<file path="src/logic/dpram.sv">
`timescale 1ns/1ps

module dpram #(
    parameter int bits  = 16,
    parameter int words = 256
) (
    input  logic                     ck,
    input  logic                     we,
    input  logic [$clog2(words)-1:0] waddr,
    input  logic [bits-1:0]          wdata,
    input  logic [$clog2(words)-1:0] raddr,
    output logic [bits-1:0]          rdata
);

    logic [bits-1:0] mem [words];

    // Read during write to the same address returns the old word
    always_ff @(posedge ck) begin
        if (we)
            mem[waddr] <= wdata;
        rdata <= mem[raddr];
    end

endmodule

</file>
<file path="config.mk">
export PLATFORM = sky130hd
export DESIGN_NAME = dpram
export DESIGN_NICKNAME = d
export VERILOG_FILES = /design/src/logic/dpram.sv
export SDC_FILE = /design/constraint.sdc
export NUM_CORES = 2
export LEC_CHECK = 0
export BUFFER_PORTS_ARGS = -buffer_cell sky130_fd_sc_hd__buf_2
export CAP_MARGIN = 25
export CORE_MARGIN = 10
export CORE_UTILIZATION = 52
export DETAILED_ROUTE_END_ITERATION = 10
export MAX_ROUTING_LAYER = met4
export PLACE_DENSITY = 0.68
export SYNTH_ARGS = -nofsm -noshare
export SYNTH_HDL_FRONTEND = slang
export SYNTH_SLANG_ARGS = --single-unit
</file>
<file path="constraint.sdc">
create_clock -name ck -period 8.76 [get_ports ck]
set_input_delay 2.19 -clock ck [delete_from_list [all_inputs] [get_ports ck]]
set_output_delay 2.19 -clock ck [all_outputs]
set_load 0.02 [all_outputs]
</file>
==> out/results.txt <==
predominant post-synthesis flop cell = edfxtp_1
Achievable Freq = 0.180 GHz
commonest non-fill, non-tap cells in the layout = 4,096 x edfxtp_1, 797 x mux4_2, 565 x mux2i_1
Syn-to-layout area delta = 12.8%
Slew HR = 12.9%
worst vdd ir = 0.190 mV
syn_nets = 7,394
DRC = 0
Post-DP HPWL = 241,000 um
Final ANT Viol Nets = 0
post-cts repair resize count = 0
DRT iter0 DRCs = 11,518
WL/cell = 34.1 um
Seq pwr share = 52.9%
critical path capture point type = register
Clock Path Buffers = 4
GPL Wtd Cong = 0.907
clk sinks = 4,112
Yosys Warn Count = 0
row count = 202
P_int = 0.0323 W
final wirelength = 414,000 um
CP max FO = 62
final worst slack = 3.20 ns
Final Skew = 0.0820 ns
CP dominant cell by count = buf_12
crit-path leading delay family = simple AND/OR/NAND/NOR gates
part of the cycle the worst path needs = 63.4%
Logic pwr share = 4.9%
EDFF count, synth = 4,096
flops & latches, synth = 4,112
clk_lat worst skew = 0.96 ns
critical path data arrival time = 6.39 ns
post-synth top area share = 77.5%
Max-cap violations = 0
Slew @ Worst Pin = 1.30 ns
library cells used by synthesis = 52
CTS Buf Count = 406
CTS Hold Buffers Added = 0
post-CTS setup buffer count = 0
first-pass GRT wire length = 589,000 um
initial antenna violation count = 29
final net count = 7,828
Avg Cell Area, Syn = 21.6 um2
largest net degree at the start of global routing = 177
fillcell total = 21,135
FFs w/ async S/R, synth = 0%
die area = 328,000 um2
DRT Pass-1 Iters = 6
layout cells sized above 1 = 24.7%
DP Worst Slack = 2.39 ns
Final min period = 5.56 ns
CORE AREA = 303,000 um2
largest area contributor in the netlist = edfxtp_1
Critical Path Max Stage Delay = 0.74 ns
slowest CP cell = o21ai_0
Fin Setup TNS = 0 ns
Leakage = 56.8 nW
outcome = finished, final reports clean
Clock transition at path regs = 0.06 ns
Seq/Total Area, Yosys = 77.7%
Clk network pwr share = 42.2%
Chip Width = 572 um
post-synthesis cell count = 7,360
worst path bufs/invs = 3
total grt overflow = 0
net switching power = 0.00878 W
RSZ-0062 raised after global routing = false
I/O pin count = 50
critical path required time = 9.60 ns
CP cell instances = buf_8, nand2b_4, buf_12, buf_12, o221ai_1, o22ai_1, o21ai_0, nand3_1, nor4_1
most common cell after layout, fill and taps aside = edfxtp_1
CTS H-tree depth = 5
number of port buffers = 49
CP startpoint kind = input pin
total number of vias = 79,916
Hold Vio Cnt, Final = 0
GRT Util Overall = 25.6%
mapped cell area = 159,000 um2
final max-slew violation count = 0
# setup viols final = 0
CTS tree = yes
number of global-route vias before repair = 78,659
Min-Delay Path Class = register to register
PwrDens = 230 nW/um2
initial core utilization = 52.3%
switch share = 21.4%
top post-synthesis cells by area = edfxtp_1 77%, mux4_2 11%, mux2i_1 3.6%
CP Class = input pin to register
Chip Height = 572 um
clk root buf = clkbuf_16
Vias/cell = 6.59
-- power by group through the flow --
| stage | Combinational, W | Sequential [W] | Clock (W) |
|---|---|---|---|
| after floorplan | 0.00107 | 0.0221 | 0 |
| final | 0.00200 | 0.0217 | 0.0173 |
| after CTS | 0.00198 | 0.0217 | 0.0175 |
| after global placement | 0.00193 | 0.0222 | 0 |
| after detailed placement | 0.00198 | 0.0222 | 0 |
| after global routing | 0.00208 | 0.0217 | 0.0183 |
-- layout make-up --
type	count	area, um2	share of cell area [%]
flip-flops and latches	4112	123000	68.9
multi-input cells	2792	32900	18.4
clock buffers	493	10700	5.98
well taps	3978	4980	2.78
repair buffers	478	4370	2.44
clock inverters	246	2620	1.46
diodes	15	37.5	0.0210
inverters	4	27.5	0.0154
-- cells by family after synthesis --
kind of cell           Yosys count  synth area share (%)
flip-flops                    4112                  77.7
AO/OA/AOI/OAI                  786                  3.54
buffers and inverters          456                  1.69
multiplexers                  1450                  15.5
AND/OR/NAND/NOR                556                  1.57
-- final timing paths --
path / start / to / slack (ns) / cells past startpoint
setup / recovery: raddr[1] / rdata[9] / 3.20 / 9
hold / removal: mem[248][14] / rdata[14] / 1.0 / 6
setup reg to reg: mem[139][0] / rdata[0] / 5.39 / 6
hold reg to reg: mem[248][14] / rdata[14] / 1.0 / 6
-- flip-flops by register name, summed over array words and instances (netlist names) --
name   cells
rdata     16
mem     4096
-- through the flow --
step | hold slack (ns) | cell area, um2 | std cells | utilization [%] | total power [W]
detailed placement | 0.987 | 165000 | 11347 | 54.5 | 0.0241
floorplan | 0.854 | 159000 | 7360 | - | 0.0232
CTS | 0.980 | 179000 | 12086 | 58.9 | 0.0412
finish | 1.00 | 179000 | 12118 | 59.0 | 0.0411
global route | 1.06 | 179000 | 12110 | 59.0 | 0.0421
global placement | 0.979 | 165000 | 11319 | 54.4 | 0.0241
-- synthesized netlist by cell type, types with 9 or more instances --
master,count
a211oi_1,18
a21oi_1,175
a221oi_1,28
a22o_1,32
a22oi_1,43
and3_1,11
buf_1,27
buf_2,76
buf_4,26
buf_6,77
buf_8,11
clkbuf_1,230
dfxtp_1,16
edfxtp_1,4096
mux2_2,88
mux2i_1,565
mux4_2,797
nand2_1,38
nand3_1,35
nand4_1,26
nor2_1,304
nor2b_1,9
nor3_1,92
nor4_1,17
o21ai_0,37
o221ai_1,252
o22ai_1,148
o31ai_1,16
o32ai_1,20
-- routing by layer --
layer / wire length (um) / vias up / global-route usage (%)
met1: 157000 / 42186 / 35.2
met5: 0 / - / -
met3: 45600 / 747 / 5.66
li1: - / 32163 / -
met2: 195000 / 4820 / 38.7
met4: 16000 / 0 / 8.46
-- worst register-to-register path: stages (launching register included) --
cell      delay, ns
edfxtp_1       0.37
mux4_2         0.46
mux2_2         0.28
a221oi_1       0.86
o31ai_1        0.39
o32ai_1        0.68
nor4_1         0.16
No activity file was read; power rests on OpenSTA's default activity.
