### src/logic/audio_cfg.svh
`ifndef AUDIO_CFG_SVH
`define AUDIO_CFG_SVH

// Peripheral base, each region is one 256 byte page above it
`define AE_BASE        16'h6000
`define AE_COEF_OFS    16'h0000
`define AE_RESULT_OFS  16'h0100
`define AE_STATUS_OFS  16'h0200
`define AE_RESET_OFS   16'h0300
`define AE_INPUT_OFS   16'h0400

// Audio RAM geometry
`define AE_CHANNELS    8
`define AE_FRAMES      256

// Coefficient RAM depth
`define AE_COEF_WORDS  256

// ck ticks per sck half period
`define AE_I2S_DIVIDER 4

`define AE_BUS_WIDTH   32

`endif

### src/logic/audio_pkg.sv
`include "audio_cfg.svh"

package audio_pkg;

    typedef logic signed [15:0] sample_t;

    typedef logic [31:0] coef_t;

    typedef logic [`AE_BUS_WIDTH-1:0] bus_word_t;

    typedef logic [$clog2(`AE_CHANNELS)-1:0] chan_t;

    typedef logic [$clog2(`AE_FRAMES)-1:0] frame_t;

    // Channel index sits above the frame index
    typedef logic [$bits(chan_t)+$bits(frame_t)-1:0] audio_addr_t;

    typedef logic [$clog2(`AE_COEF_WORDS)-1:0] coef_addr_t;

    // Room for eight Q1.15 products without overflow
    typedef logic signed [39:0] acc_t;

    typedef logic [5:0] frame_posn_t;

    typedef enum logic [1:0] {IDLE, RUN, DRAIN, FINISH} seq_state_t;

endpackage

### src/logic/i2s_tx.sv
`timescale 1ns/1ps

module i2s_tx (
    input  logic                   ck,
    input  logic                   arst_n,
    input  logic                   en,
    input  logic                   sck,
    input  audio_pkg::frame_posn_t frame_posn,
    input  audio_pkg::sample_t     left,
    input  audio_pkg::sample_t     right,
    output logic                   sd
);

    logic [15:0] shreg;
    logic        fall;

    assign fall = en && sck;

    always_ff @(posedge ck or negedge arst_n) begin
        if (!arst_n) begin
            sd    <= 1'b0;
            shreg <= '0;
        end else if (fall) begin
            if (frame_posn == 6'd0) begin
                sd    <= left[15];
                shreg <= {left[14:0], 1'b0};
            end else if (frame_posn == 6'd32) begin
                sd    <= right[15];
                shreg <= {right[14:0], 1'b0};
            end else begin
                // Zeros pad the rest of each 32 bit slot
                sd    <= shreg[15];
                shreg <= {shreg[14:0], 1'b0};
            end
        end
    end

endmodule

### config.mk
export PLATFORM = sky130hd
export DESIGN_NAME = i2s_tx
export DESIGN_NICKNAME = d
export VERILOG_FILES = /design/src/logic/audio_pkg.sv /design/src/logic/i2s_tx.sv
export VERILOG_INCLUDE_DIRS = /design/src /design/src/logic
export SDC_FILE = /design/constraint.sdc
export NUM_CORES = 1
export LEC_CHECK = 0
export ABC_AREA = 1
export BUFFER_PORTS_ARGS = -buffer_cell sky130_fd_sc_hd__buf_4
export CORE_UTILIZATION = 51
export DETAILED_ROUTE_END_ITERATION = 12
export GPL_TIMING_DRIVEN = 0
export PLACE_DENSITY = 0.83
export SLEW_MARGIN = 10
export SYNTH_ARGS = -nofsm -noshare
export SYNTH_HDL_FRONTEND = slang
export SYNTH_SLANG_ARGS = --single-unit
### constraint.sdc
create_clock -name ck -period 1 [get_ports ck]
set_input_delay 0.15 -clock ck [delete_from_list [all_inputs] [get_ports ck]]
set_output_delay 0.15 -clock ck [all_outputs]
set_load 0.02 [all_outputs]
==> metrics.cfg <==
[status]
status=completed

[setup_path]
crit_buf_inv=1
r2r_slack_ns=0.22
path_cells=buf_6
startpoint_type=flip-flop
critPathCaptureType=output port
cp.arrival_ns=0.84
max_stage_delay_ns=0.41
crit_type=reg2out
slowest_stage=dfrtp_1
critPathRequiredTime_ns=0.85
cp_max_fo=2
critical-path-top-delay-family=flip-flops

[global_routing]
grt_pass1_vias=1118
overflow=0
grt_usage=0.291
grt_pass1_wl_um=4570
grt_max_degree=17
antenna_found_initial=0

[sta]
fin_crit_sh=0.987
period_minus_slack_ns=0.987
relSlewSlack=0.670
grt_setup_unrepaired=yes
clock_skew_ns=0.00352
setup-tns-final_ns=0
max_freq_ghz=1.01
holdWs_ns=0.163
hold_violations=0
final.setup.worst_slack_ns=0.0134
setup_viol=0
max_slew.worst_pin.slew_ns=0.494
maxSlewViolCount=0

[routing]
num_vias=1263
wl_per_cell_um=12.9
highest_layer=met4
drc=0
met3_length_um=146
route.met2.wl_um=1570
ant_nets=0
viasPerCell=5.35
wirelength_met1_um=1290
first_iter_violations=42
drt-total-wl_um=3050
first_pass_iters=4

[synthesis]
syn_inst=161
syn_nets=203
syn_avg_cell_area_sq_um=6.72
yosys_warnings=0
ys_seq_area_frac=0.370
ys_types=12
synth_area_sq_mm=0.00108
yosys_register_bits=16

[power]
power.density_mw_per_mm2=1170
vdd_drop_max_mv=1.15
leakagePower_uw=0.000842

[cells_and_area]
final_common_cell=nand2_1
nFillCells=165
num_antenna_cells=0
nNetsFinal=252
regArea_sq_um=400
syn_to_final_growth_pct=37.6
layout.cells.non_filler=236
layout_common_cells=nand2_1, buf_4, nor2_1
multi_input_area_sq_um=606
drive_above_1_share=0.282

[cts]
clock_latency_ns=0.29
cts_buffer_depth=2
cts_tree=built
cts_buffers=3
cts_sinks=16
htreeDepth=1
root_buffer=clkbuf_4
clk_pin_slew_worst_paths_ns=0.10

[place]
gp_congestion=0.784
dpl.hpwl_um=2190
dpl_worst_slack_ns=-0.210
dp_cells=230
portBuffers=42

[die]
rows=16
io_pins=43
dieArea_sq_mm=0.00231
die_h_um=48.1
initial_core_util=0.546
core-area_sq_mm=0.00198
die_w_um=48.1

[hold_path]
min_path_type=in2reg

[run]
drv_cap=0

-- layer usage --
layer / global-route usage / vias to the layer above
li1: - / 620
met1: 0.353 / 596
met2: 0.516 / 41
met3: 0.0491 / 6
met4: 0.100 / 0
met5: 0 / -
-- cell usage after synthesis --
library cell	instances	area, sq um
nand3_1	15	75.1
nor2_4	3	33.8
nand3_4	2	35.0
nor2_1	33	124
o21bai_1	1	7.51
clkbuf_1	3	11.3
nand2_1	63	236
nand4_1	15	93.8
dfrtp_1	16	400
inv_1	3	11.3
buf_6	3	33.8
buf_2	4	20.0
-- cell type report --
type,count,share of cell area
tap,27,0.0227
multi-input combinational,132,0.407
inverter,3,0.00756
buffer,10,0.0437
timing repair buffer,44,0.226
clock buffer,4,0.0244
sequential,16,0.269
-- power breakdown --
part | internal, uW | switching [uW] | total (uW)
logic | 252 | 241 | 493
clock network | 222 | 224 | 445
registers | 747 | 57.3 | 804
total | 1220 | 522 | 1740
-- registers in the layout (all words and copies together) (netlist names) --
name / flops
shreg: 15
sd: 1
-- timing repair --
item,in CTS,in global routing
endpoints found under the hold margin,16,0
cloned,0,0
buffers inserted,1,0
gates resized for setup,0,1
hold buffers,1,0
endpoints found under the setup margin,1,1
-- cell families after synthesis --
group                  count (synthesis)  share of synthesized area
AND/OR/NAND/NOR                      131                      0.553
flip-flops                            16                      0.370
buffers and inverters                 13                     0.0705
AO/OA/AOI/OAI                          1                    0.00694
-- final timing paths --
check                                     start               endpoint  depth (start not counted)
setup / recovery                 sd$_DFFE_PN0P_                     sd                          1
hold / removal                         left[10]  shreg[11]$_DFFE_PN0P_                          5
setup reg to reg           shreg[7]$_DFFE_PN0P_   shreg[8]$_DFFE_PN0P_                          4
hold reg to reg            shreg[9]$_DFFE_PN0P_   shreg[9]$_DFFE_PN0P_                          2
max in group asynchronous                arst_n  shreg[10]$_DFFE_PN0P_                          2
min in group asynchronous                arst_n   shreg[2]$_DFFE_PN0P_                          2
-- metrics by stage --
stage | util | total power (uW) | cell area (sq um)
final | 0.751 | 1740 | 1490
after global routing | 0.751 | 1830 | 1490
after global placement | 0.722 | 1260 | 1430
after CTS | 0.749 | 1740 | 1490
after floorplan | - | 1060 | 1080
after detailed placement | 0.722 | 1280 | 1430
No activity file was read; power rests on OpenSTA's default activity.
