**config.mk**
```make
export PLATFORM = sky130hd
export DESIGN_NAME = i2s_clock
export DESIGN_NICKNAME = d
export VERILOG_FILES = /design/src/logic/audio_pkg.sv /design/src/logic/i2s_clock.sv
export VERILOG_INCLUDE_DIRS = /design/src /design/src/logic
export SDC_FILE = /design/constraint.sdc
export NUM_CORES = 1
export LEC_CHECK = 0
export ABC_AREA = 0
export BUFFER_PORTS_ARGS = -buffer_cell sky130_fd_sc_hd__buf_4
export CAP_MARGIN = 10
export CORE_AREA = 5 5 42 44
export DETAILED_ROUTE_END_ITERATION = 7
export DIE_AREA = 0 0 47 49
export GPL_ROUTABILITY_DRIVEN = 0
export HOLD_SLACK_MARGIN = 0.08
export PLACE_DENSITY_LB_ADDON = 0.2
export SYNTH_ARGS = -nofsm -noshare
export SYNTH_HDL_FRONTEND = slang
export SYNTH_SLANG_ARGS = --single-unit
```
**constraint.sdc**
```tcl
create_clock -name ck -period 1.55 [get_ports ck]
set_clock_uncertainty 0.15 [all_clocks]
set_input_delay 0.31 -clock ck [delete_from_list [all_inputs] [get_ports ck]]
set_output_delay 0.31 -clock ck [all_outputs]
set_load 0.05 [all_outputs]
```
**src/logic/audio_cfg.svh**
```systemverilog
`ifndef AUDIO_CFG_SVH
`define AUDIO_CFG_SVH

// Peripheral base, each region is one 256 byte page above it
`define AE_BASE        16'h6000
`define AE_COEF_OFS    16'h0000
`define AE_RESULT_OFS  16'h0100
`define AE_STATUS_OFS  16'h0200
`define AE_RESET_OFS   16'h0300
`define AE_INPUT_OFS   16'h0400

// Audio RAM geometry
`define AE_CHANNELS    8
`define AE_FRAMES      256

// Coefficient RAM depth
`define AE_COEF_WORDS  256

// ck ticks per sck half period
`define AE_I2S_DIVIDER 4

`define AE_BUS_WIDTH   32

`endif

```
**src/logic/audio_pkg.sv**
```systemverilog
`include "audio_cfg.svh"

package audio_pkg;

    typedef logic signed [15:0] sample_t;

    typedef logic [31:0] coef_t;

    typedef logic [`AE_BUS_WIDTH-1:0] bus_word_t;

    typedef logic [$clog2(`AE_CHANNELS)-1:0] chan_t;

    typedef logic [$clog2(`AE_FRAMES)-1:0] frame_t;

    // Channel index sits above the frame index
    typedef logic [$bits(chan_t)+$bits(frame_t)-1:0] audio_addr_t;

    typedef logic [$clog2(`AE_COEF_WORDS)-1:0] coef_addr_t;

    // Room for eight Q1.15 products without overflow
    typedef logic signed [39:0] acc_t;

    typedef logic [5:0] frame_posn_t;

    typedef enum logic [1:0] {IDLE, RUN, DRAIN, FINISH} seq_state_t;

endpackage

```
**src/logic/i2s_clock.sv**
```systemverilog
`timescale 1ns/1ps

module i2s_clock #(
    parameter int divider = 4
) (
    input  logic                   ck,
    input  logic                   arst_n,
    output logic                   en,
    output logic                   sck,
    output logic                   ws,
    output audio_pkg::frame_posn_t frame_posn
);

    logic [$clog2(divider)-1:0] div_cnt;

    assign en = (div_cnt == ($bits(div_cnt))'(divider - 1));

    always_ff @(posedge ck or negedge arst_n) begin
        if (!arst_n) begin
            div_cnt    <= '0;
            sck        <= 1'b0;
            ws         <= 1'b0;
            frame_posn <= '0;
        end else begin
            if (en)
                div_cnt <= '0;
            else
                div_cnt <= div_cnt + 1'b1;

            if (en) begin
                sck <= ~sck;
                // Falling tick moves to the next bit
                if (sck) begin
                    frame_posn <= frame_posn + 1'b1;
                    // ws trails the slot boundary by one bit, as in I2S
                    ws         <= frame_posn[5];
                end
            end
        end
    end

endmodule

```
==> results.toml <==
[worst_setup_path]
arrival_ps = 1010
worstReg2RegStart = "div_cnt[0]"
cp_max_fo = 6
worstPathRequired_ps = 1090
start_kind = "flip-flop"
criticalPathCategory = "flip-flop to output port"
crit_slowest_cell = "dfrtp_1"
critPathCaptureType = "output port"
crit_start = "div_cnt[0]"
slowest_delay_ps = 410
worstPathCellList = "ha_4 > buf_6"

[power]
internal_power_w = 0.000354
p_per_area_nw_per_um2 = 796
power.share.sequential = 0.597
p_clk_frac = 0.384
p_sw_w = 0.0000837
power.ir.vdd_worst_mv = 0.267
sw_frac_of_total = 0.191
p_leak_nw = 0.264
comb_power_share = 0.020

[clocking]
clock-sinks = 10
clk_pin_slew_ps = 60
clkLatencyLatePin_ps = 250
cts_buffers = 3
root_buffer = "clkbuf_4"
cts_htree_levels = 1
cts_tree = "done"
clock_path_buffers = 2

[timing]
hold_viol = 0
totalNegativeSetupSlack_ps = 0
fmax_ghz = 0.678
min_period_ps = 1470
drv_slew = 0
fin_crit_sh = 0.951
setup_slack_ps = 75.2
max-slew-margin-rel = 0.863
worst_pin_slew_ps = 206
rsz0062_at_grt = "false"
setup_viol_count_final = 0

[synthesis]
syn_inst = 30
avgSynthCellArea_sq_um = 13.5
syn-cell-area_sq_um = 405
synth_warnings = 0
synthDistinctLibCells = 12
synth_nets = 34
ys_seq_elements = 10
ys_seq_area_frac = 0.617

[cells_and_area]
final_common_cell = "dfrtp_1"
final_cell_mix = "10 x dfrtp_1, 9 x buf_4, 3 x xor2_1, 3 x xnor2_1, 3 x clkbuf_4"
drive_above_1_share = 0.432
antenna_cells = 0
area_delta_synth_final_pct = 35.5
nets = 50

[run]
drv_cap = 0

[die]
chipWidth_microns = 47
start_util = 0.289
rows = 14
core_sq_um = 1400
die_h_microns = 49
die_area_sq_um = 2300
ios = 11

[route]
avgRoutedWirePerCell_microns = 12.2
drc = 0
dr_total_vias = 268
wl_microns = 732
drt-vias-per-instance = 4.47
drtIter0Drc = 0
ant_nets = 0
first_pass_iters = 1

[worst_hold_path]
min_path_type = "input port to asynchronous set/reset pin"

[place]
numPortBuffers = 10
pre_cts_slack_ps = 186

[global_routing]
grt_max_degree = 11
grt_first_pass_wirelength_microns = 1210
grt_overflow_total = 0
grt_pass1_vias = 283
antenna_found_initial = 0
grt_usage = 0.0761

[status]
status = "finished, final reports clean"
==> layout make-up <==
| cell class | count | area, sq um |
|---|---|---|
| fill | 145 | 852 |
| sequential | 10 | 250 |
| multi-input combinational | 20 | 168 |
| timing repair buffer | 11 | 88.8 |
| clock buffer | 3 | 22.5 |
| tap | 16 | 20.0 |
==> final timing paths <==
check                                end  slack (ps)  depth (start not counted)
setup / recovery                      en          80                          2
hold / removal             frame_posn[2]         270                          2
setup reg to reg           frame_posn[1]         230                          3
hold reg to reg               div_cnt[0]         340                          1
max in group asynchronous             ws         840                          2
min in group ck               div_cnt[0]         340                          1
==> registers in the layout, summed over array words and instances, names as in the netlist <==
name,flops
frame_posn,6
div_cnt,2
ws,1
sck,1
==> cell usage after synthesis <==
| master | n | area (sq um) |
|---|---|---|
| nor3_2 | 1 | 10.0 |
| mux2_2 | 2 | 22.5 |
| xnor2_1 | 3 | 26.3 |
| xor2_1 | 3 | 26.3 |
| nand2_2 | 1 | 6.26 |
| and2_2 | 1 | 7.51 |
| nor2_1 | 2 | 7.51 |
| nand3_1 | 2 | 10.0 |
| nand4_1 | 1 | 6.26 |
| nand2_1 | 2 | 7.51 |
| dfrtp_1 | 10 | 250 |
| ha_1 | 2 | 25.0 |
==> per-stage QoR <==
stage,instance area (sq um),hold slack (ps),util,instances,total power [W]
floorplan,408,-136,-,30,0.000266
global placement,503,-6.74,0.359,56,0.000273
detailed placement,503,-4.94,0.359,56,0.000273
CTS,539,265,0.385,60,0.000447
global route,549,282,0.392,60,0.000459
finish,549,266,0.392,60,0.000437
==> metal layers <==
layer | global-route usage | up-vias | share of wire
met5 | 0 | - | 0
met4 | 0.0553 | 0 | 0
met3 | 0.0517 | 0 | 0.098
met2 | 0.0928 | 9 | 0.48
met1 | 0.0907 | 131 | 0.42
li1 | - | 128 | -
==> worst max-delay path: cells and delay by family, from the launching register on <==
kind,cells,cell delay [ps]
DFF,1,410
buffers and inverters,1,150
adders and majority gates,1,200
==> kinds of logic after synthesis <==
group         synth area share
fa+ha+maj               0.0617
simple gates             0.136
flops                    0.617
mux                     0.0556
xor+xnor                 0.130
==> timing repair <==
| action | 4_1_cts | 5_1_grt |
|---|---|---|
| endpoints found under the setup margin | 1 | 1 |
| hold buffers | 1 | 0 |
| setup buffers | 0 | 0 |
| hold endpoints to repair | 10 | 0 |
| gates resized for setup | 1 | 1 |
==> power by group through the flow <==
| stage | logic (W) | registers (W) | clock network (W) |
|---|---|---|---|
| 5_1_grt | 0.0000102 | 0.000261 | 0.000188 |
| 6_report | 0.00000854 | 0.000261 | 0.000168 |
| 2_1_floorplan | 0.0000000000662 | 0.000266 | 0 |
| 3_5_place_dp | 0.00000698 | 0.000266 | 0 |
| 4_1_cts | 0.00000904 | 0.000261 | 0.000177 |
| 3_3_place_gp | 0.00000681 | 0.000266 | 0 |
Note: power is estimated with default switching activity, not from simulation.
