$ cat config.mk
export PLATFORM = sky130hd
export DESIGN_NAME = mix_sequencer
export DESIGN_NICKNAME = d
export VERILOG_FILES = /design/src/logic/audio_pkg.sv /design/src/logic/mix_sequencer.sv
export VERILOG_INCLUDE_DIRS = /design/src /design/src/logic
export SDC_FILE = /design/constraint.sdc
export NUM_CORES = 1
export LEC_CHECK = 0
export BUFFER_PORTS_ARGS = -buffer_cell sky130_fd_sc_hd__clkbuf_2
export CAP_MARGIN = 30
export CORE_UTILIZATION = 64
export CTS_CLUSTER_SIZE = 28
export DETAILED_ROUTE_END_ITERATION = 6
export GPL_TIMING_DRIVEN = 1
export PLACE_DENSITY = 0.89
export SLEW_MARGIN = 0
export SYNTH_ARGS = -nofsm -noshare
export SYNTH_HDL_FRONTEND = slang
export SYNTH_SLANG_ARGS = --single-unit
$ cat constraint.sdc
create_clock -name ck -period 4.3 [get_ports ck]
set_clock_uncertainty 0.2 [all_clocks]
set_input_delay 0.43 -clock ck [delete_from_list [all_inputs] [get_ports ck]]
set_output_delay 0.43 -clock ck [all_outputs]
set_load 0.1 [all_outputs]
$ cat src/logic/audio_cfg.svh
`ifndef AUDIO_CFG_SVH
`define AUDIO_CFG_SVH

// Peripheral base, each region is one 256 byte page above it
`define AE_BASE        16'h6000
`define AE_COEF_OFS    16'h0000
`define AE_RESULT_OFS  16'h0100
`define AE_STATUS_OFS  16'h0200
`define AE_RESET_OFS   16'h0300
`define AE_INPUT_OFS   16'h0400

// Audio RAM geometry
`define AE_CHANNELS    8
`define AE_FRAMES      256

// Coefficient RAM depth
`define AE_COEF_WORDS  256

// ck ticks per sck half period
`define AE_I2S_DIVIDER 4

`define AE_BUS_WIDTH   32

`endif

$ cat src/logic/audio_pkg.sv
`include "audio_cfg.svh"

package audio_pkg;

    typedef logic signed [15:0] sample_t;

    typedef logic [31:0] coef_t;

    typedef logic [`AE_BUS_WIDTH-1:0] bus_word_t;

    typedef logic [$clog2(`AE_CHANNELS)-1:0] chan_t;

    typedef logic [$clog2(`AE_FRAMES)-1:0] frame_t;

    // Channel index sits above the frame index
    typedef logic [$bits(chan_t)+$bits(frame_t)-1:0] audio_addr_t;

    typedef logic [$clog2(`AE_COEF_WORDS)-1:0] coef_addr_t;

    // Room for eight Q1.15 products without overflow
    typedef logic signed [39:0] acc_t;

    typedef logic [5:0] frame_posn_t;

    typedef enum logic [1:0] {IDLE, RUN, DRAIN, FINISH} seq_state_t;

endpackage

$ cat src/logic/mix_sequencer.sv
`timescale 1ns/1ps

module mix_sequencer (
    input  logic                   ck,
    input  logic                   arst_n,
    input  logic                   run_rst,
    input  audio_pkg::frame_t      frame,
    output audio_pkg::coef_addr_t  coef_addr,
    input  audio_pkg::coef_t       coef_data,
    output audio_pkg::audio_addr_t audio_addr,
    input  audio_pkg::sample_t     audio_data,
    output logic                   out_sel,
    output audio_pkg::sample_t     out_data,
    output logic                   out_we,
    output logic                   done,
    output logic                   error
);

    audio_pkg::seq_state_t state;
    logic [3:0]            step;
    logic                  armed;
    // d stage holds the RAM data, p stage the product
    logic                  d_v;
    logic                  p_v;
    logic [3:0]            d_step;
    logic [3:0]            p_step;
    logic signed [31:0]    prod;
    audio_pkg::acc_t       acc;
    audio_pkg::acc_t       sum;
    audio_pkg::acc_t       scaled;
    audio_pkg::sample_t    coef_q15;
    audio_pkg::sample_t    sat_val;
    logic                  sat_hit;
    logic                  last_chan;

    // Step holds the output index above the channel index
    assign coef_addr  = audio_pkg::coef_addr_t'(step);
    assign audio_addr = {step[2:0], frame};
    assign coef_q15   = coef_data[15:0];

    // Channel 0 restarts the sum for each output
    assign sum       = (p_step[2:0] == 3'd0) ? audio_pkg::acc_t'(prod) : acc + prod;
    assign scaled    = sum >>> 15;
    assign last_chan = p_v && (p_step[2:0] == 3'd7);

    always_comb begin
        sat_hit = 1'b1;
        if (scaled > audio_pkg::acc_t'(32767)) begin
            sat_val = 16'sh7fff;
        end else if (scaled < audio_pkg::acc_t'(-32768)) begin
            sat_val = 16'sh8000;
        end else begin
            sat_val = scaled[15:0];
            sat_hit = 1'b0;
        end
    end

    always_ff @(posedge ck or negedge arst_n) begin
        if (!arst_n) begin
            state  <= audio_pkg::IDLE;
            step   <= '0;
            armed  <= 1'b0;
            d_v    <= 1'b0;
            p_v    <= 1'b0;
            out_we <= 1'b0;
            done   <= 1'b0;
            error  <= 1'b0;
        end else if (run_rst) begin
            // A run starts once run_rst lets go
            state  <= audio_pkg::IDLE;
            step   <= '0;
            armed  <= 1'b1;
            d_v    <= 1'b0;
            p_v    <= 1'b0;
            out_we <= 1'b0;
            done   <= 1'b0;
            error  <= 1'b0;
        end else begin
            d_v    <= (state == audio_pkg::RUN);
            p_v    <= d_v;
            out_we <= last_chan;
            if (last_chan && sat_hit)
                error <= 1'b1;

            case (state)
                audio_pkg::IDLE: begin
                    if (armed) begin
                        armed <= 1'b0;
                        state <= audio_pkg::RUN;
                    end
                end
                audio_pkg::RUN: begin
                    step <= step + 1'b1;
                    if (step == 4'd15)
                        state <= audio_pkg::DRAIN;
                end
                audio_pkg::DRAIN: begin
                    if (!d_v && !p_v)
                        state <= audio_pkg::FINISH;
                end
                default: begin
                    done  <= 1'b1;
                    state <= audio_pkg::IDLE;
                end
            endcase
        end
    end

    always_ff @(posedge ck) begin
        d_step <= step;
        p_step <= d_step;
        prod   <= coef_q15 * audio_data;
        if (p_v)
            acc <= sum;
        if (last_chan) begin
            out_data <= sat_val;
            out_sel  <= p_step[3];
        end
    end

    a_we_in_run: assert property (@(posedge ck) disable iff (!arst_n)
        out_we |-> state != audio_pkg::IDLE);

endmodule

==> results.sh, run 1 <==
export IMPL_grt_pass1_wl_mm=72.71
export IMPL_cp_end_kind="register"
export IMPL_synthToLayoutAreaGrowth_pct=20.98
export IMPL_first_global_vias=14919
export IMPL_ioPinCount=98
export IMPL_grt_ovfl_total=0
export IMPL_drive_gt1_frac=0.2438
export IMPL_slew_headroom=0.4657
export IMPL_core_area_sq_um=24320
export IMPL_hold_path_endpoint="p_step[3]"
export IMPL_synth_cell_types=64
export IMPL_ys_ff_latch=109
export IMPL_synth_area_sq_um=15880
export IMPL_dr_total_vias=14284
export IMPL_clockRootBuffer="clkbuf_16"
export IMPL_final_hold_viol_count=0
export IMPL_ant_nets=0
export IMPL_cp_arrival_ns=6.36
export IMPL_worstReg2RegEnd="out_data[6]"
export IMPL_cp_slowest_cell="fa_1"
export IMPL_status="finished with violations"
export IMPL_vias_per_cell=6.354
export IMPL_nets=2367
export IMPL_timing_final_crit_period_ns=6.267
export IMPL_grt_max_degree=42
export IMPL_clock_path_buffers=2
export IMPL_critPathLaunch="audio_data[10]"
export IMPL_cts_buffers=9
export IMPL_synthCells=1713
export IMPL_ff2ff_path_depth=13
export IMPL_violations="design-rule violations, negative setup slack"
export IMPL_hold_depth=0
export IMPL_crit_path_cell_trace="buf_2 -> and2_4 -> fa_1 -> inv_2 -> fa_1 -> inv_2 -> fa_1 -> fa_1 -> fa_1 -> inv_2 -> fa_1 -> inv_1 -> ha_2 -> a21o_1 -> a21o_1 -> a21o_1 -> nand2_1 -> nand2_2 -> a41oi_4 -> nor3_2 -> o21a_1 -> o21ai_2 -> nor2b_4 -> xnor2_1"
export IMPL_io_buffer_count=61
export IMPL_path_common_cell="fa_1"
export IMPL_antenna_cells=0
export IMPL_synth_seq_area_share=0.1771
export IMPL_avgSynthCellArea_sq_um=9.273
export IMPL_final_util=0.7901
export IMPL_wl_per_cell_um=23.43
export IMPL_postLayoutSetupSlackWorst_ns=-1.967
export IMPL_grtUsageTotal=0.3653
export IMPL_cpPeakStageDelay_ns=0.57
export IMPL_critical_path_class="primary input to register"
export IMPL_start_util=0.6531
export IMPL_fp_dieW_um=159.5
export IMPL_dieArea_sq_um=25450
export IMPL_cts_tree="built"
export IMPL_dieHeight_um=159.5
export IMPL_drv_cap=0
export IMPL_synth_top_cell_area_share=0.3315
export IMPL_cp_max_fo=6
export IMPL_max_freq_mhz=159.6
export IMPL_cts_sinks=109
export IMPL_ys_warn_count=0
export IMPL_cp_data_required_time_ns=4.39
export IMPL_route_detailed_drc=1
export IMPL_ys_top_cells_by_area="fa_1 (33%), edfxtp_1 (11%), ha_1 (9.9%)"
export IMPL_rows=57
export IMPL_final_setup_viol_count=24
export IMPL_final_cell_mix="inv_1 (293), fa_1 (248), nand2_1 (172), buf_4 (169), ha_1 (111)"
export IMPL_hold_start="d_step[3]"
export IMPL_gp_congestion=0.9621
export IMPL_reg2reg_from="acc[21]"
export IMPL_drtPass1Iterations=7
export IMPL_clk_latency_ns=0.36
export IMPL_rsz0062_at_grt="true"
export IMPL_regToRegSetupSlack_ns=0.05
export IMPL_synthArstFlopShare=0.1101
export IMPL_dpl_hpwl_mm=32.52
export IMPL_worst_pin_slew_ns=0.8014
export IMPL_layout_commonest_cell="inv_1"
export IMPL_start_kind="primary input"
export IMPL_hold_path_class="register to register"
export IMPL_clk_pin_slew_ns=0.08
export IMPL_synth_ff_type="edfxtp_1"
export IMPL_antenna_found_initial=0
export IMPL_synth_edf_count=57
export IMPL_yosysTopAreaCell="fa_1"
export IMPL_finalCritPeriodShare=1.457
export IMPL_h_tree_depth=3
export IMPL_drt_iter0_markers=1668
export IMPL_drt_wl_total_mm=52.67
export IMPL_drv_slew=0
export IMPL_nFillCells=1247
registers in the layout, summed over array words and instances, names as in the netlist, 2 cells and up:
name      cells
prod         32
acc          40
step          4
d_step        4
p_step        4
out_data     16
state         2
cells by family (layout without fill, tap and decap cells):
family | after synthesis | in the layout | share of synthesized area
fa+ha+maj | 389 | 389 | 0.4307
mux | 7 | 7 | 0.004411
xor+xnor | 71 | 71 | 0.03915
compound gates | 235 | 235 | 0.09531
buf+inv | 402 | 610 | 0.09972
other cells | 1 | 4 | 0.0002361
flops | 109 | 109 | 0.1771
simple gates | 499 | 499 | 0.1534
layout make-up:
class	count	area [sq um]	area share
well taps	324	405.4	0.02110
multi-input cells	1205	12280	0.6392
inverters	330	1239	0.06446
clock inverters	7	76.32	0.003972
flip-flops and latches	109	2813	0.1464
clock buffers	9	225.2	0.01172
repair buffers	264	2175	0.1132
critical path: cells and delay by family:
family,cells,cell delay (ns)
and+or+nand+nor,5,0.65
adders and majority gates,7,3.34
AOI/OAI and AO/OA,6,1.37
buffers and inverters,5,0.42
xor gates and xnor gates,1,0.13
synthesized netlist by cell type (3+ instances only):
library cell	n
a211oi_1	12
a21o_1	20
a21oi_1	73
a31oi_1	6
a41oi_1	3
and2_1	130
and3_1	6
buf_2	7
buf_4	15
clkbuf_1	46
dfrtp_1	12
dfxtp_1	40
edfxtp_1	57
fa_1	263
ha_1	126
inv_1	330
mux2i_1	7
nand2_1	183
nand2b_1	10
nand3_1	18
nand4_1	12
nor2_1	84
nor2b_1	11
nor3_1	20
o211ai_1	6
o21a_1	7
o21ai_0	47
o21ai_1	16
o21bai_1	13
o31ai_1	4
or2_2	11
or3_1	4
xnor2_1	48
xor2_1	23
per-layer routing:
layer,vias up,wire length [um],track usage
met1,6792,16670,0.3950
li1,5762,-,-
met2,1224,25330,0.6604
met3,504,5363,0.06330
met5,-,77,0
met4,2,5235,0.2330
what timing repair did:
action | CTS | global route
hold buffers | 1 | 0
endpoints found under the setup margin | 24 | 40
resized for setup | 90 | 132
pin swaps | 67 | 65
buffers inserted | 13 | 23
hold endpoints to repair | 12 | 0
through the flow:
stage               area, sq um  hold slack, ns  setup slack (ns)  cells  TNS [ns]
floorplan                 16400        -0.06559            -1.468   1716    -22.42
global placement          17900          0.1110            -1.795   2196    -32.36
detailed placement        17900          0.1151            -1.958   2196    -35.74
CTS                       18670          0.1328            -1.493   2226    -25.83
global route              19220          0.1348            -2.065   2248    -35.91
finish                    19220          0.1334            -1.967   2248    -32.73
how the worst max path moves through the flow:
stage	end	depth (start not counted)
after detailed placement	prod[30]	21
after floorplan	prod[29]	24
after global routing	prod[29]	24
after CTS	prod[29]	22
after global placement	prod[30]	20
final	prod[29]	24
Power of run 1 is left out: the tool's default activity adds up to more than one toggle a clock period on the data nets, which glitch-free logic cannot reach.
==> inputs of run 2 (changes only) <==
--- a/config.mk
+++ b/config.mk
@@ -8,11 +8,12 @@
 export LEC_CHECK = 0
 export BUFFER_PORTS_ARGS = -buffer_cell sky130_fd_sc_hd__clkbuf_2
 export CAP_MARGIN = 30
-export CORE_UTILIZATION = 64
+export CORE_UTILIZATION = 58
 export CTS_CLUSTER_SIZE = 28
 export DETAILED_ROUTE_END_ITERATION = 6
 export GPL_TIMING_DRIVEN = 1
-export PLACE_DENSITY = 0.89
+export HOLD_SLACK_MARGIN = 0.05
+export PLACE_DENSITY = 0.86
 export SLEW_MARGIN = 0
 export SYNTH_ARGS = -nofsm -noshare
 export SYNTH_HDL_FRONTEND = slang
==> constraint.sdc (replaced) <==
create_clock -name ck -period 5.5 [get_ports ck]
set_clock_uncertainty 0.2 [all_clocks]
set_input_delay 0.55 -clock ck [delete_from_list [all_inputs] [get_ports ck]]
set_output_delay 0.55 -clock ck [all_outputs]
set_load 0.1 [all_outputs]
==> run 2 against run 1 <==
Compared with the run above: the run still ends with design-rule violations, negative setup slack left; core utilization decreased by 9.5 points; via count decreased by 10%; global-route usage decreased by 7.2 points; sequential share of layout area increased by 0.41 points; register-to-register slack improved by 0.44 ns; worst setup slack improved by 1.4 ns; routed wire length decreased by 22%; non-clock buffer count decreased by 28; die area increased by 10%.
==> results.sh, run 2 (same netlist as run 1, synthesis figures left out) <==
export IMPL_layout_commonest_cell="inv_1"
export IMPL_hold_path_class="register to register"
export IMPL_grt_ovfl_total=0
export IMPL_hold_depth=0
export IMPL_drtPass1Iterations=7
export IMPL_clk_latency_ns=0.36
export IMPL_postLayoutSetupSlackWorst_ns=-0.5309
export IMPL_start_kind="primary input"
export IMPL_dpl_hpwl_mm=31.40
export IMPL_slew_headroom=0.4800
export IMPL_cp_slowest_cell="fa_1"
export IMPL_worst_pin_slew_ns=0.7792
export IMPL_dr_total_vias=12840
export IMPL_first_global_vias=13868
export IMPL_grt_pass1_wl_mm=65.45
export IMPL_timing_final_crit_period_ns=6.031
export IMPL_max_freq_mhz=165.8
export IMPL_clk_pin_slew_ns=0.08
export IMPL_antenna_cells=0
export IMPL_vias_per_cell=5.740
export IMPL_rsz0062_at_grt="true"
export IMPL_drt_wl_total_mm=40.99
export IMPL_nets=2339
export IMPL_drt_iter0_markers=1306
export IMPL_path_common_cell="fa_1"
export IMPL_rows=60
export IMPL_fp_dieW_um=167.5
export IMPL_final_cell_mix="inv_1 (316), fa_1 (246), nand2_1 (177), buf_4 (156), ha_1 (115)"
export IMPL_gp_congestion=0.9859
export IMPL_ioPinCount=98
export IMPL_ff2ff_path_depth=13
export IMPL_top_register="acc"
export IMPL_drive_gt1_frac=0.1983
export IMPL_wl_per_cell_um=18.32
export IMPL_violations="design-rule violations, negative setup slack"
export IMPL_cp_max_fo=5
export IMPL_antenna_found_initial=0
export IMPL_dieArea_sq_um=28050
export IMPL_cpPeakStageDelay_ns=0.51
export IMPL_grtUsageTotal=0.2935
export IMPL_h_tree_depth=3
export IMPL_cp_arrival_ns=6.08
export IMPL_grt_max_degree=42
export IMPL_start_util=0.5910
export IMPL_final_hold_viol_count=0
export IMPL_io_buffer_count=61
export IMPL_synthToLayoutAreaGrowth_pct=17.70
export IMPL_clockRootBuffer="clkbuf_16"
export IMPL_clock_path_buffers=2
export IMPL_final_setup_viol_count=16
export IMPL_largest_registers="acc (40), prod (32), out_data (16)"
export IMPL_core_area_sq_um=26880
export IMPL_cp_data_required_time_ns=5.55
export IMPL_critical_path_class="primary input to register"
export IMPL_ant_nets=0
export IMPL_status="finished with violations"
export IMPL_route_detailed_drc=3
export IMPL_cts_tree="built"
export IMPL_dieHeight_um=167.5
export IMPL_finalCritPeriodShare=1.097
export IMPL_cts_buffers=9
export IMPL_drv_slew=0
export IMPL_largest_reg_flops=40
export IMPL_pre_cts_ws_ns=-0.9422
export IMPL_cts_sinks=109
export IMPL_drv_cap=0
export IMPL_cp_end_kind="register"
export IMPL_nFillCells=1792
[run 2: cell types whose count changed in the layout (fill, tap and decap cells not counted), sizes merged]
cell	previous run	this run
clkbuf	55	65
clkinvlp	1	0
clkinv	3	4
buf	217	179
[run 2: worst max-delay path, delay by kind of cell]
family,cells,cell delay (ns)
AO/OA/AOI/OAI,7,1.20
AND/OR/NAND/NOR,4,0.36
XOR/XNOR,1,0.19
buffers and inverters,7,0.60
adder cells (fa/ha/maj),7,3.16
[run 2: through the flow]
stage | hold WS [ns] | TNS (ns) | util | cell area, sq um | std cells
global route | 0.1342 | -6.509 | 0.6956 | 18700 | 2237
detailed placement | 0.1128 | -11.89 | 0.6567 | 17650 | 2204
global placement | 0.1101 | -8.425 | 0.6567 | 17650 | 2204
floorplan | 0.05441 | -2.434 | - | 16180 | 1716
finish | 0.1308 | -4.320 | 0.6956 | 18700 | 2237
CTS | 0.1305 | -2.564 | 0.6872 | 18470 | 2231
[run 2: layer usage]
metal / up-vias / track usage / share of wire
met5: - / 0 / 0
met3: 152 / 0.03474 / 0.060
met4: 0 / 0.1225 / 0.041
met1: 6382 / 0.3407 / 0.37
met2: 576 / 0.5460 / 0.53
li1: 5730 / - / -
[run 2: final timing paths]
kind | start | slack (ns) | to
worst max register to register | acc[0] | 0.49 | out_data[2]
min in group asynchronous | arst_n | 0.42 | step[3]
max in group asynchronous | arst_n | 4.44 | out_we
worst max-delay path | audio_data[6] | -0.53 | prod[25]
worst min register to register | d_step[1] | 0.13 | p_step[1]
worst min-delay path | d_step[1] | 0.13 | p_step[1]
[run 2: area by class of cell]
cell class	count	area, sq um	area share
multi-input cells	1205	12000	0.6416
flip-flops and latches	109	2813	0.1504
repair buffers	236	1911	0.1022
inverters	330	1239	0.06626
well taps	341	426.7	0.02282
clock buffers	9	225.2	0.01205
clock inverters	7	86.33	0.004618
[run 2: what timing repair did]
action	in CTS	in global routing
setup endpoints to repair	16	19
hold buffers	1	0
resized for setup	91	57
pin swaps	57	61
setup buffers	9	8
hold endpoints to repair	12	0
cloned	2	0
Power of run 2 is left out for the same reason.
