<file path="config.mk">
export PLATFORM = sky130hd
export DESIGN_NAME = i2s_rx
export DESIGN_NICKNAME = d
export VERILOG_FILES = /design/src/logic/audio_pkg.sv /design/src/logic/i2s_rx.sv
export VERILOG_INCLUDE_DIRS = /design/src /design/src/logic
export SDC_FILE = /design/constraint.sdc
export NUM_CORES = 1
export LEC_CHECK = 0
export ABC_CLOCK_PERIOD_IN_PS = 850
export BUFFER_PORTS_ARGS = -buffer_cell sky130_fd_sc_hd__buf_2
export CORE_MARGIN = 2
export CORE_UTILIZATION = 45
export CTS_CLUSTER_SIZE = 25
export DETAILED_ROUTE_END_ITERATION = 6
export PLACE_DENSITY = 0.64
export SYNTH_ARGS = -nofsm -noshare
export SYNTH_HDL_FRONTEND = slang
export SYNTH_SLANG_ARGS = --single-unit
</file>
<file path="constraint.sdc">
create_clock -name ck -period 0.85 [get_ports ck]
set_input_delay 0.17 -clock ck [delete_from_list [all_inputs] [get_ports ck]]
set_output_delay 0.17 -clock ck [all_outputs]
set_load 0.05 [all_outputs]
</file>
<file path="src/logic/audio_cfg.svh">
`ifndef AUDIO_CFG_SVH
`define AUDIO_CFG_SVH

// Peripheral base, each region is one 256 byte page above it
`define AE_BASE        16'h6000
`define AE_COEF_OFS    16'h0000
`define AE_RESULT_OFS  16'h0100
`define AE_STATUS_OFS  16'h0200
`define AE_RESET_OFS   16'h0300
`define AE_INPUT_OFS   16'h0400

// Audio RAM geometry
`define AE_CHANNELS    8
`define AE_FRAMES      256

// Coefficient RAM depth
`define AE_COEF_WORDS  256

// ck ticks per sck half period
`define AE_I2S_DIVIDER 4

`define AE_BUS_WIDTH   32

`endif

</file>
<file path="src/logic/audio_pkg.sv">
`include "audio_cfg.svh"

package audio_pkg;

    typedef logic signed [15:0] sample_t;

    typedef logic [31:0] coef_t;

    typedef logic [`AE_BUS_WIDTH-1:0] bus_word_t;

    typedef logic [$clog2(`AE_CHANNELS)-1:0] chan_t;

    typedef logic [$clog2(`AE_FRAMES)-1:0] frame_t;

    // Channel index sits above the frame index
    typedef logic [$bits(chan_t)+$bits(frame_t)-1:0] audio_addr_t;

    typedef logic [$clog2(`AE_COEF_WORDS)-1:0] coef_addr_t;

    // Room for eight Q1.15 products without overflow
    typedef logic signed [39:0] acc_t;

    typedef logic [5:0] frame_posn_t;

    typedef enum logic [1:0] {IDLE, RUN, DRAIN, FINISH} seq_state_t;

endpackage

</file>
<file path="src/logic/i2s_rx.sv">
`timescale 1ns/1ps

module i2s_rx (
    input  logic                   ck,
    input  logic                   arst_n,
    input  logic                   en,
    input  logic                   sck,
    input  audio_pkg::frame_posn_t frame_posn,
    input  logic                   sd,
    output audio_pkg::sample_t     left,
    output audio_pkg::sample_t     right
);

    logic [31:0] shreg;
    logic [31:0] shifted;
    logic        rise;

    assign rise    = en && !sck;
    assign shifted = {shreg[30:0], sd};

    always_ff @(posedge ck) begin
        if (rise)
            shreg <= shifted;
    end

    // MSB arrives one bit into the slot, so it lands at index 30
    always_ff @(posedge ck or negedge arst_n) begin
        if (!arst_n) begin
            left  <= '0;
            right <= '0;
        end else if (rise) begin
            if (frame_posn == 6'd31)
                left <= shifted[30:15];
            if (frame_posn == 6'd63)
                right <= shifted[30:15];
        end
    end

endmodule

</file>
==> metrics.yaml, run 1 <==
core_area_mm2: 0.00469
utilization_pct: 70.6
sw_frac_of_total_pct: 24.0
drv_cap: 0
skew_ns: 0.00619
slowest_delay_ns: 0.42
worst_skew_pair.late_latency_ns: 0.33
comb_power_share_pct: 15.1
rsz0062_at_grt: "yes"
vdd_drop_max_mv: 1.20
drive_gt1_share_pct: 65.1
period_share_pct: 128
status: "finished, violations left"
dieArea_mm2: 0.00542
clkTransAtPathRegs_ns: 0.07
holdWs_ns: 0.321
relSlewSlack_pct: 83.4
synthDistinctLibCells: 13
avgViaCountPerCell: 4.78
final_cell_mix: "buf_6, dfrtp_1, edfxtp_1"
cp.arrival_ns: 0.92
route.detailed.drc: 0
routabilityCongestion: 0.671
synthCells: 103
antenna_found_initial: 0
p_per_area_mw_per_mm2: 2310
layout_commonest_cell: "buf_6"
start_util_pct: 46.5
min_period_ns: 1.09
h-tree-depth: 3
yosys_warnings: 0
numCtsBuffers: 9
leakage_nw: 1.56
cp_slowest_cell: "dfrtp_1"
cp.required_ns: 0.68
crit_chain: "buf_6"
worstSetupEndpoint: "right[6]"
grt-ovfl-total: 0
cp-start-kind: "flop"
worstReg2RegStart: "left[12]"
grt_max_degree: 33
syn_nets: 114
power.switching_mw: 1.84
syn_avg_cell_area_um2: 21.2
portBuffers: 42
fin_ws_ns: -0.237
crit_path_max_fanout: 2
highest_layer: "met4"
dr.pass1.iters: 4
cts_sinks: 62
num-fill-cells: 284
cts_root_buf: "clkbuf_8"
tightest_slew_ns: 0.249
antenna_cells: 0
drtIter0Drc: 63
r2r_setup_slack_ns: -0.17
syn_to_final_growth_pct: 52.0
routed_wirelength_mm: 4.01
p_total_mw: 7.66
wl_met2_mm: 2.02
worstPathBufferInverterCount: 1
violations: "negative setup slack"
slew_violations: 0
vias: 1191
cts_tree: "yes"
wl_per_cell_um: 16.1
syn_area_mm2: 0.00218
p_int_mw: 5.82
hp-class: "in2async"
grt_usage_pct: 16.8
seq_area_frac_synth_pct: 78.1
endpoint_kind: "primary output"
pwr-share-seq_pct: 45.1
wl_met1_mm: 1.79
critical_path.top_delay_family: "flip-flops"
hold_viol: 0
final_nets: 201
r2r-end: "left[12]"
antenna_violating_nets_post_route: 0
hpwl_mm: 2.31
die_w_um: 73.6
path_depth: 1
grt_pass1_wl_mm: 6.33
max_freq_mhz: 920
setup_viol: 64
dr_wl_met3_um: 173
power_frac_clock_pct: 39.9
worst-setup-path-type: "reg2out"
die_h_um: 73.6
cts_buffer_depth: 2
grt_pass1_vias: 1229
reg2regPathDepth: 3
finalSetupTns_ns: -12.79
crit_start: "right[6]"
pin_count: 43
rows: 25
synth_seq_cells: 62
==> cells by family after synthesis <==
group         synth area share, %
flops                        78.1
buf+inv                      1.95
mux                          18.3
simple gates                 1.72
==> through the flow <==
step / cell area, um^2 / setup slack, ns / std cells
floorplan: 2180 / -0.503 / 103
detailed placement: 2550 / -0.569 / 207
CTS: 3230 / -0.257 / 237
finish: 3310 / -0.237 / 249
global placement: 2550 / -0.536 / 207
global route: 3310 / -0.273 / 249
==> power groups by stage <==
stage	combinational, mW	clock, mW	sequential (mW)
6_report	1.15	3.05	3.45
5_1_grt	1.21	3.22	3.47
4_1_cts	1.10	3.12	3.45
3_5_place_dp	0.851	0	3.48
3_3_place_gp	0.836	0	3.47
2_1_floorplan	0.157	0	3.89
==> how the worst min path moves through the flow <==
stage,slack [ns],end
floorplan,-0.13,left[0]
global placement,0.14,left[1]
detailed placement,0.14,left[2]
CTS,0.31,left[15]
global route,0.34,left[14]
finish,0.32,right[2]
==> cell type report <==
cell class / instances / area, um^2 / share of cell area, %
Clock buffer: 15 / 219 / 6.61
Clock inverter: 1 / 30.0 / 0.907
Inverter: 1 / 3.75 / 0.113
Multi-Input combinational cell: 37 / 509 / 15.4
Sequential cell: 62 / 1700 / 51.4
Tap cell: 54 / 67.6 / 2.04
Timing Repair Buffer: 79 / 781 / 23.6
==> sequential cells by signal (all words and copies together), names as in the netlist <==
signal	flops
shreg	30
right	16
left	16
==> metal layers <==
layer  vias up  global-route usage (%)
met5         -                       0
met4         0                    8.48
met3         2                    6.86
met2        30                    24.0
met1       604                    22.0
li1        555                       -
==> synthesized netlist by cell type <==
master    count  area [um^2]
mux2_4       10          150
inv_1         1         3.75
nor3_2        1         10.0
edfxtp_1     30          901
and2b_1       1         7.51
mux2_2       22          248
buf_6         1         11.3
buf_12        1         20.0
nand4_1       1         6.26
buf_4         1         7.51
nand3b_1      1         7.51
dfrtp_1      32          801
or3_1         1         6.26
==> repair_timing <==
item                       4_1_cts  5_1_grt
setup endpoints to repair       64       64
hold buffers                     2        0
resized for setup               89        0
hold endpoints to repair        33        0
setup buffers                   10       13
pin swaps                        1        0
gates cloned                     2        0
==> worst register-to-register path: cells and delay by family, from the launching register on <==
family                 cells  cell delay [ns]
flip-flops                 1             0.39
buffers and inverters      2             0.26
multiplexers               1             0.26
Power figures use the tool's default switching activity.
==> inputs of run 2 (changes only) <==
--- a/config.mk
+++ b/config.mk
@@ -7,12 +7,12 @@
 export NUM_CORES = 1
 export LEC_CHECK = 0
 export ABC_CLOCK_PERIOD_IN_PS = 850
-export BUFFER_PORTS_ARGS = -buffer_cell sky130_fd_sc_hd__buf_2
 export CORE_MARGIN = 2
 export CORE_UTILIZATION = 45
 export CTS_CLUSTER_SIZE = 25
 export DETAILED_ROUTE_END_ITERATION = 6
-export PLACE_DENSITY = 0.64
+export DONT_BUFFER_PORTS = 1
+export PLACE_DENSITY = 0.57
 export SYNTH_ARGS = -nofsm -noshare
 export SYNTH_HDL_FRONTEND = slang
 export SYNTH_SLANG_ARGS = --single-unit
==> metrics.yaml, run 2 (synthesized netlist as in run 1, its figures left out) <==
skew_ns: 0.00553
slowest_delay_ns: 0.41
drive_gt1_share_pct: 56.8
die_w_um: 73.6
clkTransAtPathRegs_ns: 0.06
tightest_slew_ns: 0.215
r2r-end: "right[6]"
dr.pass1.iters: 2
hpwl_mm: 2.28
setup_viol: 56
reg2regPathDepth: 2
syn_to_final_growth_pct: 36.2
largestRegisters: "shreg: 30 flops, left: 16 flops, right: 16 flops"
num-fill-cells: 344
final_cell_mix: "buf_6, dfrtp_1, edfxtp_1"
grt_usage_pct: 14.8
min_period_ns: 1.07
cts_sinks: 62
route.detailed.drc: 0
vdd_drop_max_mv: 1.19
largest-register: "shreg"
start_util_pct: 46.5
largest_register_ff_count: 30
hp-class: "in2async"
grt-ovfl-total: 0
grt_use_met1_pct: 19.3
vias: 1085
cp.required_ns: 0.68
h-tree-depth: 3
violations: "negative hold slack, negative setup slack"
cts_buffer_depth: 2
max_freq_mhz: 933
critical_path.top_delay_family: "flip-flops"
drtIter0Drc: 43
grt_util_met2_pct: 20.7
grt.busiest_layer: "met2"
leakage_nw: 1.34
use_met3_pct: 6.72
p_per_area_mw_per_mm2: 2280
avgViaCountPerCell: 5.02
pin_count: 43
finalSetupTns_ns: -7.75
cts_root_buf: "clkbuf_8"
cp-start-kind: "flop"
period_share_pct: 126
die_h_um: 73.6
endpoint_kind: "primary output"
rows: 25
status: "finished, violations left"
r2r_setup_slack_ns: -0.05
crit_path_max_fanout: 2
crit_chain: "buf_6"
utilization_pct: 63.3
final_nets: 168
grt_max_degree: 33
cp_slowest_cell: "dfrtp_1"
cts_tree: "yes"
relSlewSlack_pct: 85.6
grt_pass1_wl_mm: 5.62
rsz0062_at_grt: "yes"
fin_ws_ns: -0.222
holdWs_ns: -0.466
portBuffers: 0
antenna_cells: 0
worst-setup-path-type: "reg2out"
wl_per_cell_um: 16.4
final_cells: 216
numCtsBuffers: 9
core_area_mm2: 0.00469
antenna_found_initial: 0
routed_wirelength_mm: 3.54
worst_skew_pair.late_latency_ns: 0.33
worstPathBufferInverterCount: 1
drv_cap: 0
routabilityCongestion: 0.725
grt_pass1_vias: 1122
antenna_violating_nets_post_route: 0
dieArea_mm2: 0.00542
slew_violations: 0
worstReg2RegStart: "right[6]"
place_inst: 191
hold_viol: 32
layout_commonest_cell: "buf_6"
cts_hold_buf: 1
cp.arrival_ns: 0.90
run 2: cell types whose count changed in the layout (fill, tap and decap cells not counted), sizes merged:
cell / delta
buf: -32
bufinv: -1
clkbuf: +1
dlygate4sd3: -1
run 2: what timing repair did:
item	in CTS	in global routing
buffers inserted	7	3
endpoints found under the setup margin	48	64
endpoints found under the hold margin	33	32
gates resized for setup	35	16
run 2: final cells by class:
class	instances	area (um^2)	area share (%)
flip-flops and latches	62	1700	57.3
well taps	54	67.6	2.28
inverters	1	3.75	0.126
clock buffers	16	180	6.07
multi-input cells	37	492	16.6
repair buffers	46	524	17.7
run 2: worst max path at each step:
stage                  startpoint   endpoint  slack (ns)  cells after the start
global placement    frame_posn[0]   right[5]       -0.46                      4
detailed placement            sck   right[6]       -0.46                      4
finish                  right[10]  right[10]       -0.22                      1
CTS                     right[10]  right[10]       -0.24                      1
global route             right[9]   right[9]       -0.26                      1
floorplan           frame_posn[0]   left[10]       -0.50                      4
run 2: power breakdown:
part | total, mW | switching, mW | internal (mW)
Sequential | 3.46 | 0.122 | 3.33
Combinational | 0.987 | 0.556 | 0.432
Clock | 2.31 | 1.01 | 1.30
run 2: metal layers:
layer | wire, um | vias up
met4 | 76 | 0
met5 | 0 | -
met1 | 1640 | 558
li1 | - | 487
met3 | 193 | 8
met2 | 1630 | 32
run 2: through the flow:
| step | instance area [um^2] | worst slack, ns | power [mW] |
|---|---|---|---|
| floorplan | 2180 | -0.503 | 4.05 |
| global placement | 2530 | -0.455 | 4.31 |
| detailed placement | 2530 | -0.461 | 4.33 |
| CTS | 2900 | -0.239 | 6.80 |
| global route | 2970 | -0.256 | 7.00 |
| finish | 2970 | -0.222 | 6.76 |
==> inputs of run 3 (changes only) <==
--- a/config.mk
+++ b/config.mk
@@ -7,12 +7,13 @@
 export NUM_CORES = 1
 export LEC_CHECK = 0
 export ABC_CLOCK_PERIOD_IN_PS = 850
-export CORE_MARGIN = 2
 export CORE_UTILIZATION = 45
+export CTS_BUF_LIST = sky130_fd_sc_hd__clkbuf_2
 export CTS_CLUSTER_SIZE = 25
 export DETAILED_ROUTE_END_ITERATION = 6
 export DONT_BUFFER_PORTS = 1
 export PLACE_DENSITY = 0.57
+export RECOVER_POWER = 25
 export SYNTH_ARGS = -nofsm -noshare
 export SYNTH_HDL_FRONTEND = slang
 export SYNTH_SLANG_ARGS = --single-unit
==> metrics.yaml, run 3 (synthesized netlist as in run 1, its figures left out) <==
grt_usage_pct: 16.6
worst-setup-path-type: "reg2out"
core_area_mm2: 0.00450
crit_chain: "buf_6"
final_nets: 177
vias: 1135
postPlaceCellArea_mm2: 0.00253
dr.pass1.iters: 4
portBuffers: 0
hpwl_mm: 2.22
min-delay-start: "frame_posn[5]"
slowest_delay_ns: 0.44
multi_input_area_um2: 460
largest_register_ff_count: 30
endpoint_kind: "primary output"
hp-class: "in2reg"
rows: 24
rsz0062_at_grt: "yes"
fin_area_mm2: 0.00290
power_frac_clock_pct: 22.9
skew_ns: 0.0151
drive_gt1_share_pct: 58.5
grt_pass1_wl_mm: 6.00
r2r-end: "right[12]"
leakage_nw: 1.34
start_util_pct: 48.4
status: "finished, violations left"
max_freq_mhz: 821
wl_per_cell_um: 16.6
worst_skew_pair.late_latency_ns: 0.45
relSlewSlack_pct: 69.9
slew_violations: 0
fin_ws_ns: -0.368
regArea_mm2: 0.00170
drtIter0Drc: 47
largest-register: "shreg"
cp-start-kind: "flop"
vdd_drop_max_mv: 1.01
period_share_pct: 143
numCtsBuffers: 9
setup_viol: 47
grt-ovfl-total: 0
routed_wirelength_mm: 3.70
h-tree-depth: 3
path_depth: 1
syn_to_final_growth_pct: 33.1
pwr-share-seq_pct: 59.2
tightest_slew_ns: 0.452
grt_max_degree: 33
antenna_cells: 0
grt_pass1_vias: 1183
worstPathBufferInverterCount: 1
comb_power_share_pct: 17.9
hold_end: "left[14]"
cts_root_buf: "clkbuf_2"
cp.required_ns: 0.68
holdWs_ns: 0.135
cp_slowest_cell: "dfrtp_1"
clkTransAtPathRegs_ns: 0.14
layout_commonest_cell: "buf_6"
p_per_area_mw_per_mm2: 2010
pin_count: 43
power.switching_mw: 1.64
route.detailed.drc: 0
dieArea_mm2: 0.00513
largestRegisters: "shreg: 30 flops, left: 16 flops, right: 16 flops"
r2r_setup_slack_ns: -0.05
reg2regPathDepth: 2
cp.arrival_ns: 1.05
min_period_ns: 1.22
avgViaCountPerCell: 5.09
cts_tree: "yes"
routabilityCongestion: 0.700
violations: "negative setup slack"
num-fill-cells: 321
hold_viol: 0
sw_frac_of_total_pct: 28.1
crit_path_max_fanout: 2
final_cell_mix: "buf_6, dfrtp_1, edfxtp_1"
cts_sinks: 62
cts_buffer_depth: 2
worstReg2RegStart: "right[12]"
hold_depth: 3
die_w_um: 71.6
p_int_mw: 4.19
antenna_found_initial: 0
antenna_violating_nets_post_route: 0
die_h_um: 71.6
critical_path.top_delay_family: "flip-flops"
drv_cap: 0
-- run 3: what timing repair did --
item	in CTS	in global routing
setup endpoints to repair	32	50
buffers inserted	11	4
resized for setup	33	10
endpoints found under the hold margin	33	0
hold buffers	3	0
-- run 3: cell type report --
| class | count | area share (%) |
|---|---|---|
| Multi-Input combinational cell | 37 | 15.9 |
| Inverter | 1 | 0.129 |
| Clock buffer | 13 | 2.24 |
| Clock inverter | 3 | 0.388 |
| Sequential cell | 62 | 58.6 |
| Tap cell | 52 | 2.24 |
| Timing Repair Buffer | 55 | 20.5 |
-- run 3: power groups by stage --
| stage | logic, mW | clock network [mW] | registers, mW |
|---|---|---|---|
| final | 1.04 | 1.34 | 3.45 |
| after global routing | 1.08 | 1.52 | 3.47 |
| after CTS | 1.02 | 1.39 | 3.45 |
| after detailed placement | 0.835 | 0 | 3.49 |
| after global placement | 0.824 | 0 | 3.48 |
| after floorplan | 0.157 | 0 | 3.89 |
-- run 3: layer usage --
layer / GRT usage (%) / up-vias / wire length (um)
met1: 22.0 / 583 / 1680
met3: 5.06 / 8 / 155
met5: 0 / - / 0
met2: 24.2 / 34 / 1800
met4: 10.5 / 0 / 64
li1: - / 510 / -
-- run 3: how the worst max path moves through the flow --
stage | startpoint | endpoint | slack, ns
after detailed placement | frame_posn[0] | left[13] | -0.48
after floorplan | frame_posn[0] | left[10] | -0.50
after global placement | sck | left[10] | -0.44
final | right[3] | right[3] | -0.37
after CTS | right[3] | right[3] | -0.41
after global routing | right[6] | right[6] | -0.44
-- run 3: per-stage QoR --
stage / cells / worst slack (ns) / util, % / total power, mW / setup TNS [ns]
6_report: 223 / -0.368 / 64.4 / 5.83 / -11.53
5_1_grt: 223 / -0.444 / 64.4 / 6.08 / -14.58
4_1_cts: 220 / -0.408 / 63.4 / 5.86 / -12.96
3_5_place_dp: 190 / -0.481 / 56.2 / 4.32 / -15.97
3_3_place_gp: 190 / -0.444 / 56.2 / 4.30 / -15.00
2_1_floorplan: 103 / -0.503 / - / 4.05 / -16.85
